<file path="src/hw/coram_macros.svh">
/*
 * Width and depth macros for the CoRAM channel queues
 */
`ifndef CORAM_MACROS_SVH
`define CORAM_MACROS_SVH

// --------------------
// Data path
// --------------------

// Bits in one data word
`define CORAM_DATA_WIDTH 32

// --------------------
// Queue sizing
// --------------------

// Depth is 2**ADDR_LEN, one slot stays free
`define CORAM_ADDR_LEN 4

`endif

</file>
<file path="src/hw/coram_pkg.sv">
/*
 * Payload and status types shared by the channel queues
 */
`include "coram_macros.svh"

package coram_pkg;

  // Plain data word
  typedef logic [`CORAM_DATA_WIDTH-1:0] word_t;

  // Outgoing beat, last marks the end of a burst
  typedef struct packed {
    word_t data;
    logic  last;
  } out_beat_t;

  // Enqueue side flags
  typedef struct packed {
    logic full;
    logic alm_full;
  } enq_status_t;

  // Dequeue side flags
  typedef struct packed {
    logic empty;
    logic alm_empty;
  } deq_status_t;

  // Free entries, wide enough for the full capacity
  typedef logic [`CORAM_ADDR_LEN:0] room_t;

endpackage

</file>
<file path="src/hw/coram_dp_bram.sv">
/*
 * Dual-port block RAM, one write port and one read port
 * with a registered read address
 */
`timescale 1ns/10ps
`include "coram_macros.svh"

module coram_dp_bram
  import coram_pkg::*;
#(
  parameter type payload_t = word_t,
  parameter int  ADDR_LEN  = `CORAM_ADDR_LEN
) (
  input  logic                CLK0,
  input  logic [ADDR_LEN-1:0] wr_addr,
  input  payload_t            wr_data,
  input  logic                wr_en,
  input  logic [ADDR_LEN-1:0] rd_addr,
  output payload_t            rd_data
);

  localparam int DEPTH = 2 ** ADDR_LEN;

  payload_t            mem [0:DEPTH-1];
  logic [ADDR_LEN-1:0] rd_addr_q;

  // Write port and read address latch
  always_ff @(posedge CLK0) begin
    if (wr_en) begin
      mem[wr_addr] <= wr_data;
    end
    rd_addr_q <= rd_addr;
  end

  // Array read through the latched address, new data shows right after a write
  assign rd_data = mem[rd_addr_q];

  // --------------------
  // Checks
  // --------------------
  a_wr_addr_known: assert property (@(posedge CLK0)
    wr_en |-> !$isunknown(wr_addr))
    else $error("RAM write issued with an unknown address");

endmodule

</file>
<file path="src/hw/coram_fifo_ctrl.sv">
/*
 * Queue control: wrapping head and tail pointers,
 * registered full and empty flags, enqueue room count
 */
`timescale 1ns/10ps
`include "coram_macros.svh"

module coram_fifo_ctrl
  import coram_pkg::*;
#(
  parameter int ADDR_LEN = `CORAM_ADDR_LEN
) (
  input  logic                CLK0,
  input  logic                RST0,
  input  logic                enq,
  input  logic                deq,
  output logic [ADDR_LEN-1:0] wr_addr,
  output logic [ADDR_LEN-1:0] rd_addr,
  output logic                wr_en,
  output enq_status_t         enq_stat,
  output deq_status_t         deq_stat,
  output room_t               room
);

  // One slot is kept free so equal pointers mean empty
  localparam int DEPTH = 2 ** ADDR_LEN;
  localparam int CAP   = DEPTH - 1;

  logic [ADDR_LEN-1:0] head;
  logic [ADDR_LEN-1:0] tail;
  logic [ADDR_LEN-1:0] head_nxt;
  logic [ADDR_LEN-1:0] tail_nxt;
  logic [ADDR_LEN-1:0] count_nxt;
  logic                accept;
  logic                remove;

  // --------------------
  // Next state
  // --------------------

  // Requests against a full or empty queue are dropped
  assign accept = enq && !enq_stat.full;
  assign remove = deq && !deq_stat.empty;

  // Pointers wrap at DEPTH through the natural overflow
  assign tail_nxt  = accept ? tail + 1'b1 : tail;
  assign head_nxt  = remove ? head + 1'b1 : head;
  assign count_nxt = tail_nxt - head_nxt;

  // RAM side
  assign wr_en   = accept;
  assign wr_addr = tail;
  // Next head so the RAM latch already points at the new oldest entry
  assign rd_addr = head_nxt;

  // --------------------
  // Registers
  // --------------------
  always_ff @(posedge CLK0) begin
    if (RST0) begin
      head <= '0;
      tail <= '0;
    end else begin
      head <= head_nxt;
      tail <= tail_nxt;
    end
  end

  // Flags follow the entry count after this edge
  always_ff @(posedge CLK0) begin
    if (RST0) begin
      deq_stat.empty     <= 1'b1;
      deq_stat.alm_empty <= 1'b1;
      enq_stat.full      <= 1'b0;
      enq_stat.alm_full  <= 1'b0;
      room               <= room_t'(CAP);
    end else begin
      deq_stat.empty     <= (count_nxt == '0);
      deq_stat.alm_empty <= (count_nxt <= ADDR_LEN'(1));
      enq_stat.full      <= (count_nxt == ADDR_LEN'(CAP));
      enq_stat.alm_full  <= (count_nxt >= ADDR_LEN'(CAP - 1));
      room               <= room_t'(CAP) - room_t'(count_nxt);
    end
  end

  // --------------------
  // Checks
  // --------------------

  // Tail is frozen for the edge after full is seen
  a_tail_hold_full: assert property (@(posedge CLK0) disable iff (RST0)
    enq_stat.full |=> $stable(tail))
    else $error("tail pointer moved while the queue was full");

  // Head is frozen for the edge after empty is seen
  a_head_hold_empty: assert property (@(posedge CLK0) disable iff (RST0)
    deq_stat.empty |=> $stable(head))
    else $error("head pointer moved while the queue was empty");

  a_full_empty_excl: assert property (@(posedge CLK0) disable iff (RST0)
    !(enq_stat.full && deq_stat.empty))
    else $error("queue reported full and empty at the same time");

endmodule

</file>
<file path="src/hw/coram_bram_fifo.sv">
/*
 * Non-transparent FIFO, pointer control on top of a dual-port block RAM
 */
`timescale 1ns/10ps
`include "coram_macros.svh"

module coram_bram_fifo
  import coram_pkg::*;
#(
  parameter type payload_t = word_t,
  parameter int  ADDR_LEN  = `CORAM_ADDR_LEN
) (
  input  logic        CLK0,
  input  logic        RST0,
  // Enqueue side
  input  payload_t    d,
  input  logic        enq,
  output enq_status_t enq_stat,
  // Dequeue side
  output payload_t    q,
  input  logic        deq,
  output deq_status_t deq_stat,
  output room_t       room
);

  logic [ADDR_LEN-1:0] wr_addr;
  logic [ADDR_LEN-1:0] rd_addr;
  logic                wr_en;

  // Pointers and flags
  coram_fifo_ctrl #(
    .ADDR_LEN (ADDR_LEN)
  ) ctrl (
    .CLK0     (CLK0),
    .RST0     (RST0),
    .enq      (enq),
    .deq      (deq),
    .wr_addr  (wr_addr),
    .rd_addr  (rd_addr),
    .wr_en    (wr_en),
    .enq_stat (enq_stat),
    .deq_stat (deq_stat),
    .room     (room)
  );

  // Storage, written at the tail and read at the head
  coram_dp_bram #(
    .payload_t (payload_t),
    .ADDR_LEN  (ADDR_LEN)
  ) ram (
    .CLK0    (CLK0),
    .wr_addr (wr_addr),
    .wr_data (d),
    .wr_en   (wr_en),
    .rd_addr (rd_addr),
    .rd_data (q)
  );

endmodule

</file>
<file path="src/hw/coram_channel.sv">
/*
 * CoRAM channel, an outgoing queue from user logic to the control side
 * and an incoming queue back to user logic
 */
`timescale 1ns/10ps
`include "coram_macros.svh"

module coram_channel
  import coram_pkg::*;
(
  input  logic        CLK0,
  input  logic        RST0,
  // User side
  input  out_beat_t   d,
  input  logic        enq,
  output enq_status_t enq_stat,
  output word_t       q,
  input  logic        deq,
  output deq_status_t deq_stat,
  // Control side
  output out_beat_t   coram_q,
  input  logic        coram_deq,
  output deq_status_t coram_deq_stat,
  input  word_t       coram_d,
  input  logic        coram_enq,
  output enq_status_t coram_enq_stat,
  output room_t       coram_room
);

  // --------------------
  // User to control
  // --------------------

  // Room on the user side is not exported
  coram_bram_fifo #(
    .payload_t (out_beat_t),
    .ADDR_LEN  (`CORAM_ADDR_LEN)
  ) out_fifo (
    .CLK0     (CLK0),
    .RST0     (RST0),
    .d        (d),
    .enq      (enq),
    .enq_stat (enq_stat),
    .q        (coram_q),
    .deq      (coram_deq),
    .deq_stat (coram_deq_stat),
    .room     ()
  );

  // --------------------
  // Control to user
  // --------------------
  coram_bram_fifo #(
    .payload_t (word_t),
    .ADDR_LEN  (`CORAM_ADDR_LEN)
  ) in_fifo (
    .CLK0     (CLK0),
    .RST0     (RST0),
    .d        (coram_d),
    .enq      (coram_enq),
    .enq_stat (coram_enq_stat),
    .q        (q),
    .deq      (deq),
    .deq_stat (deq_stat),
    .room     (coram_room)
  );

endmodule

</file>
<file path="config.mk">
export PLATFORM = sky130hd
export DESIGN_NAME = coram_channel
export DESIGN_NICKNAME = d
export VERILOG_FILES = /design/src/hw/coram_pkg.sv /design/src/hw/coram_dp_bram.sv /design/src/hw/coram_fifo_ctrl.sv /design/src/hw/coram_bram_fifo.sv /design/src/hw/coram_channel.sv
export VERILOG_INCLUDE_DIRS = /design/src /design/src/hw
export SDC_FILE = /design/constraint.sdc
export NUM_CORES = 1
export LEC_CHECK = 0
export ABC_CLOCK_PERIOD_IN_PS = 4300
export BUFFER_PORTS_ARGS = -buffer_cell sky130_fd_sc_hd__buf_2
export CAP_MARGIN = 20
export CELL_PAD_IN_SITES_DETAIL_PLACEMENT = 1
export CELL_PAD_IN_SITES_GLOBAL_PLACEMENT = 2
export CORE_MARGIN = 2
export CORE_UTILIZATION = 45
export DETAILED_ROUTE_END_ITERATION = 6
export GPL_TIMING_DRIVEN = 0
export HOLD_SLACK_MARGIN = 0.05
export PLACE_DENSITY = 0.82
export SETUP_SLACK_MARGIN = 0.15
export SLEW_MARGIN = 25
export SYNTH_ARGS = -nofsm -noshare
export SYNTH_HDL_FRONTEND = slang
export SYNTH_SLANG_ARGS = --single-unit
</file>
<file path="constraint.sdc">
create_clock -name CLK0 -period 4.3 [get_ports CLK0]
set_input_delay 0.86 -clock CLK0 [delete_from_list [all_inputs] [get_ports CLK0]]
set_output_delay 0.86 -clock CLK0 [all_outputs]
set_load 0.03 [all_outputs]
</file>
==> impl_metrics.env, run 1 <==
export IMPL_die_h_um=305
export IMPL_hp_class="in -> reg"
export IMPL_yosysSeqAreaShare_pct=78.6
export IMPL_dr_pass1_iters=7
export IMPL_hold_viol_final=0
export IMPL_holdBufCountCts=0
export IMPL_routed_wl_um=102000
export IMPL_status="finished, final reports clean"
export IMPL_synth_area_um2=40600
export IMPL_clock_skew_ns=0.0271
export IMPL_max_slew_worst_pin_slew_ns=1.05
export IMPL_overflow=0
export IMPL_max_freq_mhz=249
export IMPL_ys_ff_latch=1076
export IMPL_cts_path_max_buffers=3
export IMPL_ant_nets=0
export IMPL_finalNonFillerCells=3248
export IMPL_avgRoutedWirePerCell_um=31.5
export IMPL_ios=149
export IMPL_min_period_ns=4.02
export IMPL_maxCapViolCount=0
export IMPL_ys_types=31
export IMPL_grt_max_degree=18
export IMPL_rsz0062_at_grt="false"
export IMPL_syn2layout_area_growth_pct=17.6
export IMPL_cts_tree="done"
export IMPL_startpoint_type="flip-flop"
export IMPL_synth_net_count=1720
export IMPL_groute_usage_overall_pct=22.3
export IMPL_max_vdd_ir_drop_mv=0.426
export IMPL_clk_pin_slew_ns=0.06
export IMPL_gp_congestion=0.738
export IMPL_placed_area_um2=44500
export IMPL_start_util_pct=45.3
export IMPL_first_global_vias=20800
export IMPL_powerDensity_nw_per_um2=529
export IMPL_cts_max_level=3
export IMPL_fin_setup_tns_ns=0
export IMPL_dp_hpwl_um=66500
export IMPL_slew_limit_headroom_pct=30.1
export IMPL_clock_root_buffer="clkbuf_16"
export IMPL_critPathCaptureType="output pin"
export IMPL_via_per_inst=5.94
export IMPL_cts_sinks=1076
export IMPL_timing_worst_setup_path_type="reg -> out"
export IMPL_setup_violations=0
export IMPL_final_period_utilization_pct=93.5
export IMPL_place_inst=3044
export IMPL_route_vias_total=19300
export IMPL_syn_avg_cell_area_um2=24.9
export IMPL_drt_iter0_markers=2277
export IMPL_r2r_setup_slack_ns=1.41
export IMPL_yosys_area_top_type="edfxtp_1"
export IMPL_fin_area_um2=47800
export IMPL_grt_pass1_wl_um=148000
export IMPL_total_leakage_power_nw=15.1
export IMPL_synth_area_leaders="edfxtp_1, mux4_2, dfxtp_1"
export IMPL_post_route_drc_count=0
export IMPL_final_util_pct=53.3
export IMPL_cp_max_fo=10
export IMPL_netlist_instances=1631
export IMPL_clkLatencyLatePin_ns=0.68
export IMPL_cts_setup_buffers=0
export IMPL_cp_required_ns=3.44
export IMPL_cp_arrival_ns=3.16
export IMPL_portBuffers=147
export IMPL_final_common_cell="edfxtp_1"
export IMPL_layout_drive_gt1_share_pct=39.3
export IMPL_rows=110
export IMPL_die_x_um=305
export IMPL_yosys_warnings=0
export IMPL_core_area_um2=89700
export IMPL_antenna_found_initial=15
export IMPL_layout_common_cells="edfxtp_1, mux4_2, buf_2, clkbuf_16, buf_4"
export IMPL_whs_ns=0.509
export IMPL_yosys_area_top_type_share_pct=76.8
export IMPL_drv_slew=0
export IMPL_finalNetCount=2064
export IMPL_cts_buffers=105
export IMPL_fp_dieArea_um2=92700
## routing by layer
metal | track usage (%) | vias up | share of wire, %
li1 | - | 7733 | -
met1 | 28.2 | 10400 | 38
met2 | 39.2 | 899 | 53
met3 | 4.05 | 191 | 6.8
met4 | 7.37 | 12 | 2.7
met5 | 0 | - | 0.074
## flip-flops by register name, indices dropped and copies added, names as in the netlist, named ones only
signal	flops
out_fifo.ctrl.wr_addr	4
out_fifo.ctrl.deq_stat	2
in_fifo.ctrl.room	4
in_fifo.ram.mem	512
out_fifo.ram.mem	528
in_fifo.ctrl.enq_stat	2
in_fifo.ctrl.wr_addr	4
in_fifo.ctrl.head	4
in_fifo.ctrl.deq_stat	2
out_fifo.ctrl.enq_stat	2
out_fifo.ctrl.head	4
## timing repair
action                                 4_1_cts  5_1_grt
pin swaps                                    0        0
setup endpoints to repair                   65        2
endpoints found under the hold margin        0        0
cloned                                       0        0
resized for setup                           30        1
## path summary, 6_finish.rpt
path                       startpoint                  endpoint  cells after the start
max                         flip-flop                     q[11]                      5
min                              RST0  out_fifo.ctrl.wr_addr[2]                      2
max reg2reg  in_fifo.ctrl.enq_stat[1]  in_fifo.ctrl.enq_stat[1]                      8
min reg2reg     out_fifo.ctrl.head[3]                 flip-flop                      2
## critical path, cell delays in order, from the launching register on
cell,delay [ns]
dfxtp_1,0.36
clkbuf_2,0.31
buf_2,0.44
mux4_2,0.60
mux4_2,0.55
buf_2,0.22
## layout make-up
| type | count | area [µm²] |
|---|---|---|
| fill | 7721 | 41900 |
| sequential | 1076 | 32000 |
| multi-input combinational | 460 | 8470 |
| clock buffer | 130 | 2760 |
| timing repair buffer | 237 | 2130 |
| tap | 1176 | 1470 |
| clock inverter | 67 | 493 |
| buffer | 81 | 465 |
| inverter | 14 | 52.6 |
| antenna | 7 | 17.5 |
## cell usage after synthesis
master / count
fa_1: 2
or4_1: 1
dfxtp_1: 36
ha_1: 16
buf_2: 20
buf_6: 9
buf_1: 15
mux4_2: 325
nand2b_1: 5
clkbuf_2: 1
a21oi_1: 4
clkbuf_1: 34
nor4_1: 4
nor2_1: 38
a31o_1: 2
conb_1: 1
mux2i_1: 2
or2_2: 3
nor3_1: 9
a41o_1: 2
buf_4: 2
inv_1: 14
xor2_1: 10
a21o_1: 2
xnor3_1: 2
nor2b_1: 9
or2_1: 1
xnor2_1: 4
edfxtp_1: 1040
nand4_1: 4
nand2_1: 14
## metrics by stage
stage	setup WS [ns]	total power, mW
5_1_grt	0.171	26.0
2_1_floorplan	0.235	15.3
6_report	0.278	25.3
3_3_place_gp	-2.98	16.6
3_5_place_dp	0.457	16.7
4_1_cts	0.177	25.5
## power by group
group,switching [mW],internal [mW]
registers,0.0631,11.7
logic,2.62,2.13
clock network,3.89,4.93
## logic make-up (layout without fill, tap and decap cells)
family / count (synthesis) / in the layout / share of synthesized area (%)
compound gates: 10 / 10 / 0.179
xor+xnor: 16 / 16 / 0.412
fa+ha+maj: 18 / 18 / 0.591
buf+inv: 95 / 529 / 1.13
flops: 1076 / 1076 / 78.6
mux: 327 / 327 / 18.1
other cells: 1 / 8 / 0.00923
simple gates: 88 / 88 / 1.01
No activity file was read; power rests on OpenSTA's default activity.
==> run 2: changes to the inputs <==
ABC_CLOCK_PERIOD_IN_PS = 3510   (was 4300)
clock period = 3.51 ns   (was 4.3 ns; I/O delays follow)
==> run 2 against run 1 <==
The flow now finishes with violations (negative setup slack). Hold slack got worse by 0.16 ns. Via count grew 2.7%. Core utilization up 2.5 points. Critical endpoint is now q[26]. Highest routed layer unchanged.
==> impl_metrics.env, run 2 (same netlist as run 1, synthesis figures left out) <==
export IMPL_final_period_utilization_pct=100
export IMPL_rows=110
export IMPL_ios=149
export IMPL_multi_input_area_um2=8520
export IMPL_hp_class="in -> reg"
export IMPL_antenna_found_initial=18
export IMPL_clock_skew_ns=0.0662
export IMPL_final_common_cell="edfxtp_1"
export IMPL_whs_ns=0.348
export IMPL_max_freq_mhz=284
export IMPL_violations="negative setup slack"
export IMPL_powerDensity_nw_per_um2=678
export IMPL_grt_pass1_wl_um=155000
export IMPL_fp_dieArea_um2=92700
export IMPL_max_vdd_ir_drop_mv=0.569
export IMPL_route_vias_total=19800
export IMPL_hold_viol_final=0
export IMPL_first_global_vias=21100
export IMPL_cp_required_ns=2.81
export IMPL_cts_tree="done"
export IMPL_post_route_drc_count=0
export IMPL_largest_reg_flops=528
export IMPL_total_power_mw=33.9
export IMPL_timing_worst_setup_path_type="reg -> out"
export IMPL_gp_congestion=0.717
export IMPL_clk_pin_slew_ns=0.07
export IMPL_layout_drive_gt1_share_pct=40.2
export IMPL_avgRoutedWirePerCell_um=33.3
export IMPL_cp_max_fo=5
export IMPL_ff_latch_area_um2=32000
export IMPL_cts_path_max_buffers=3
export IMPL_critPathCaptureType="output pin"
export IMPL_slew_limit_headroom_pct=36.2
export IMPL_place_inst=3024
export IMPL_start_util_pct=45.3
export IMPL_grt_max_degree=18
export IMPL_cts_buffers=107
export IMPL_die_h_um=305
export IMPL_portBuffers=147
export IMPL_routed_wl_um=109000
export IMPL_dp_slack_ns=-0.314
export IMPL_clock_root_buffer="clkbuf_16"
export IMPL_final_util_pct=55.8
export IMPL_startpoint_type="flip-flop"
export IMPL_finalNonFillerCells=3270
export IMPL_min_period_ns=3.52
export IMPL_core_area_um2=89700
export IMPL_syn2layout_area_growth_pct=23.1
export IMPL_fin_setup_tns_ns=-0.0126
export IMPL_drt_iter0_markers=2373
export IMPL_rsz0062_at_grt="true"
export IMPL_dr_pass1_iters=5
export IMPL_drv_slew=0
export IMPL_status="complete, but fails checks"
export IMPL_via_per_inst=6.06
export IMPL_cp_arrival_ns=2.82
export IMPL_placed_area_um2=44500
export IMPL_maxCapViolCount=0
export IMPL_cts_sinks=1076
export IMPL_top_regs="out_fifo.ram.mem x528, in_fifo.ram.mem x512"
export IMPL_clkLatencyLatePin_ns=0.73
export IMPL_ant_nets=0
export IMPL_overflow=0
export IMPL_dp_hpwl_um=65800
export IMPL_nFillCells=7448
export IMPL_max_slew_worst_pin_slew_ns=0.957
export IMPL_finalNetCount=2090
export IMPL_setup_violations=2
export IMPL_cts_max_level=3
export IMPL_final_setup_worst_slack_ns=-0.00930
export IMPL_layout_common_cells="edfxtp_1, mux4_2, clkbuf_16, buf_6, buf_2"
export IMPL_fin_area_um2=50000
export IMPL_groute_usage_overall_pct=23.5
export IMPL_regMostFlops="out_fifo.ram.mem"
export IMPL_total_leakage_power_nw=15.9
export IMPL_die_x_um=305
[run 2: changes by cell type in the layout (fill, tap and decap cells not counted), sizes merged]
cell / before / now
diode: 7 / 6
inv: 20 / 15
buf: 278 / 296
clkinvlp: 2 / 3
bufinv: 6 / 10
clkinv: 53 / 44
clkdlybuf4s15: 2 / 0
clkbuf: 168 / 184
[run 2: power by group]
part           switching [mW]  leakage, nW  internal, mW
Clock                    5.01         1.70          6.51
Sequential             0.0975         9.69          14.3
Combinational            3.73         4.52          4.29
[run 2: per-layer routing]
| layer | GRT usage (%) | share of wire [%] | vias to the layer above | wire, µm |
|---|---|---|---|---|
| met3 | 4.02 | 7.5 | 218 | 8150 |
| met1 | 31.0 | 38 | 10700 | 41100 |
| met2 | 39.9 | 52 | 1125 | 56200 |
| met4 | 7.66 | 3.0 | 12 | 3280 |
| li1 | - | - | 7778 | - |
| met5 | 0 | 0.080 | - | 87 |
[run 2: layout make-up]
cell class / count / area share [%]
Buffer: 81 / 2.12
Multi-Input combinational cell: 460 / 17.0
Timing Repair Buffer: 261 / 6.87
Sequential cell: 1076 / 63.9
Tap cell: 1176 / 2.94
Clock inverter: 58 / 1.33
Clock buffer: 138 / 5.71
Antenna cell: 6 / 0.0300
Inverter: 14 / 0.105
[run 2: worst max-delay path, cell delays in order (launching register included)]
cell	delay [ns]
dfxtp_4	0.42
buf_6	0.12
clkbuf_16	0.16
buf_16	0.15
buf_6	0.11
mux4_2	0.50
mux4_2	0.50
buf_6	0.16
[run 2: timing repair]
action / CTS / global route
setup endpoints to repair: 65 / 65
pin swaps: 0 / 0
hold buffers: 0 / 0
gates resized for setup: 309 / 54
gates cloned: 14 / 10
setup buffers: 19 / 1
[run 2: worst paths after layout]
| check | from | slack (ns) | cells after the start | to |
|---|---|---|---|---|
| worst max-delay path | flip-flop | -0.009 | 7 | q[26] |
| worst min register to register | out_fifo.ctrl.head[3] | 0.51 | 2 | flip-flop |
| worst min-delay path | coram_d[3] | 0.35 | 1 | in_fifo.ram.mem[7][3] |
| worst max register to register | in_fifo.ctrl.enq_stat[1] | 0.62 | 8 | in_fifo.ctrl.enq_stat[1] |
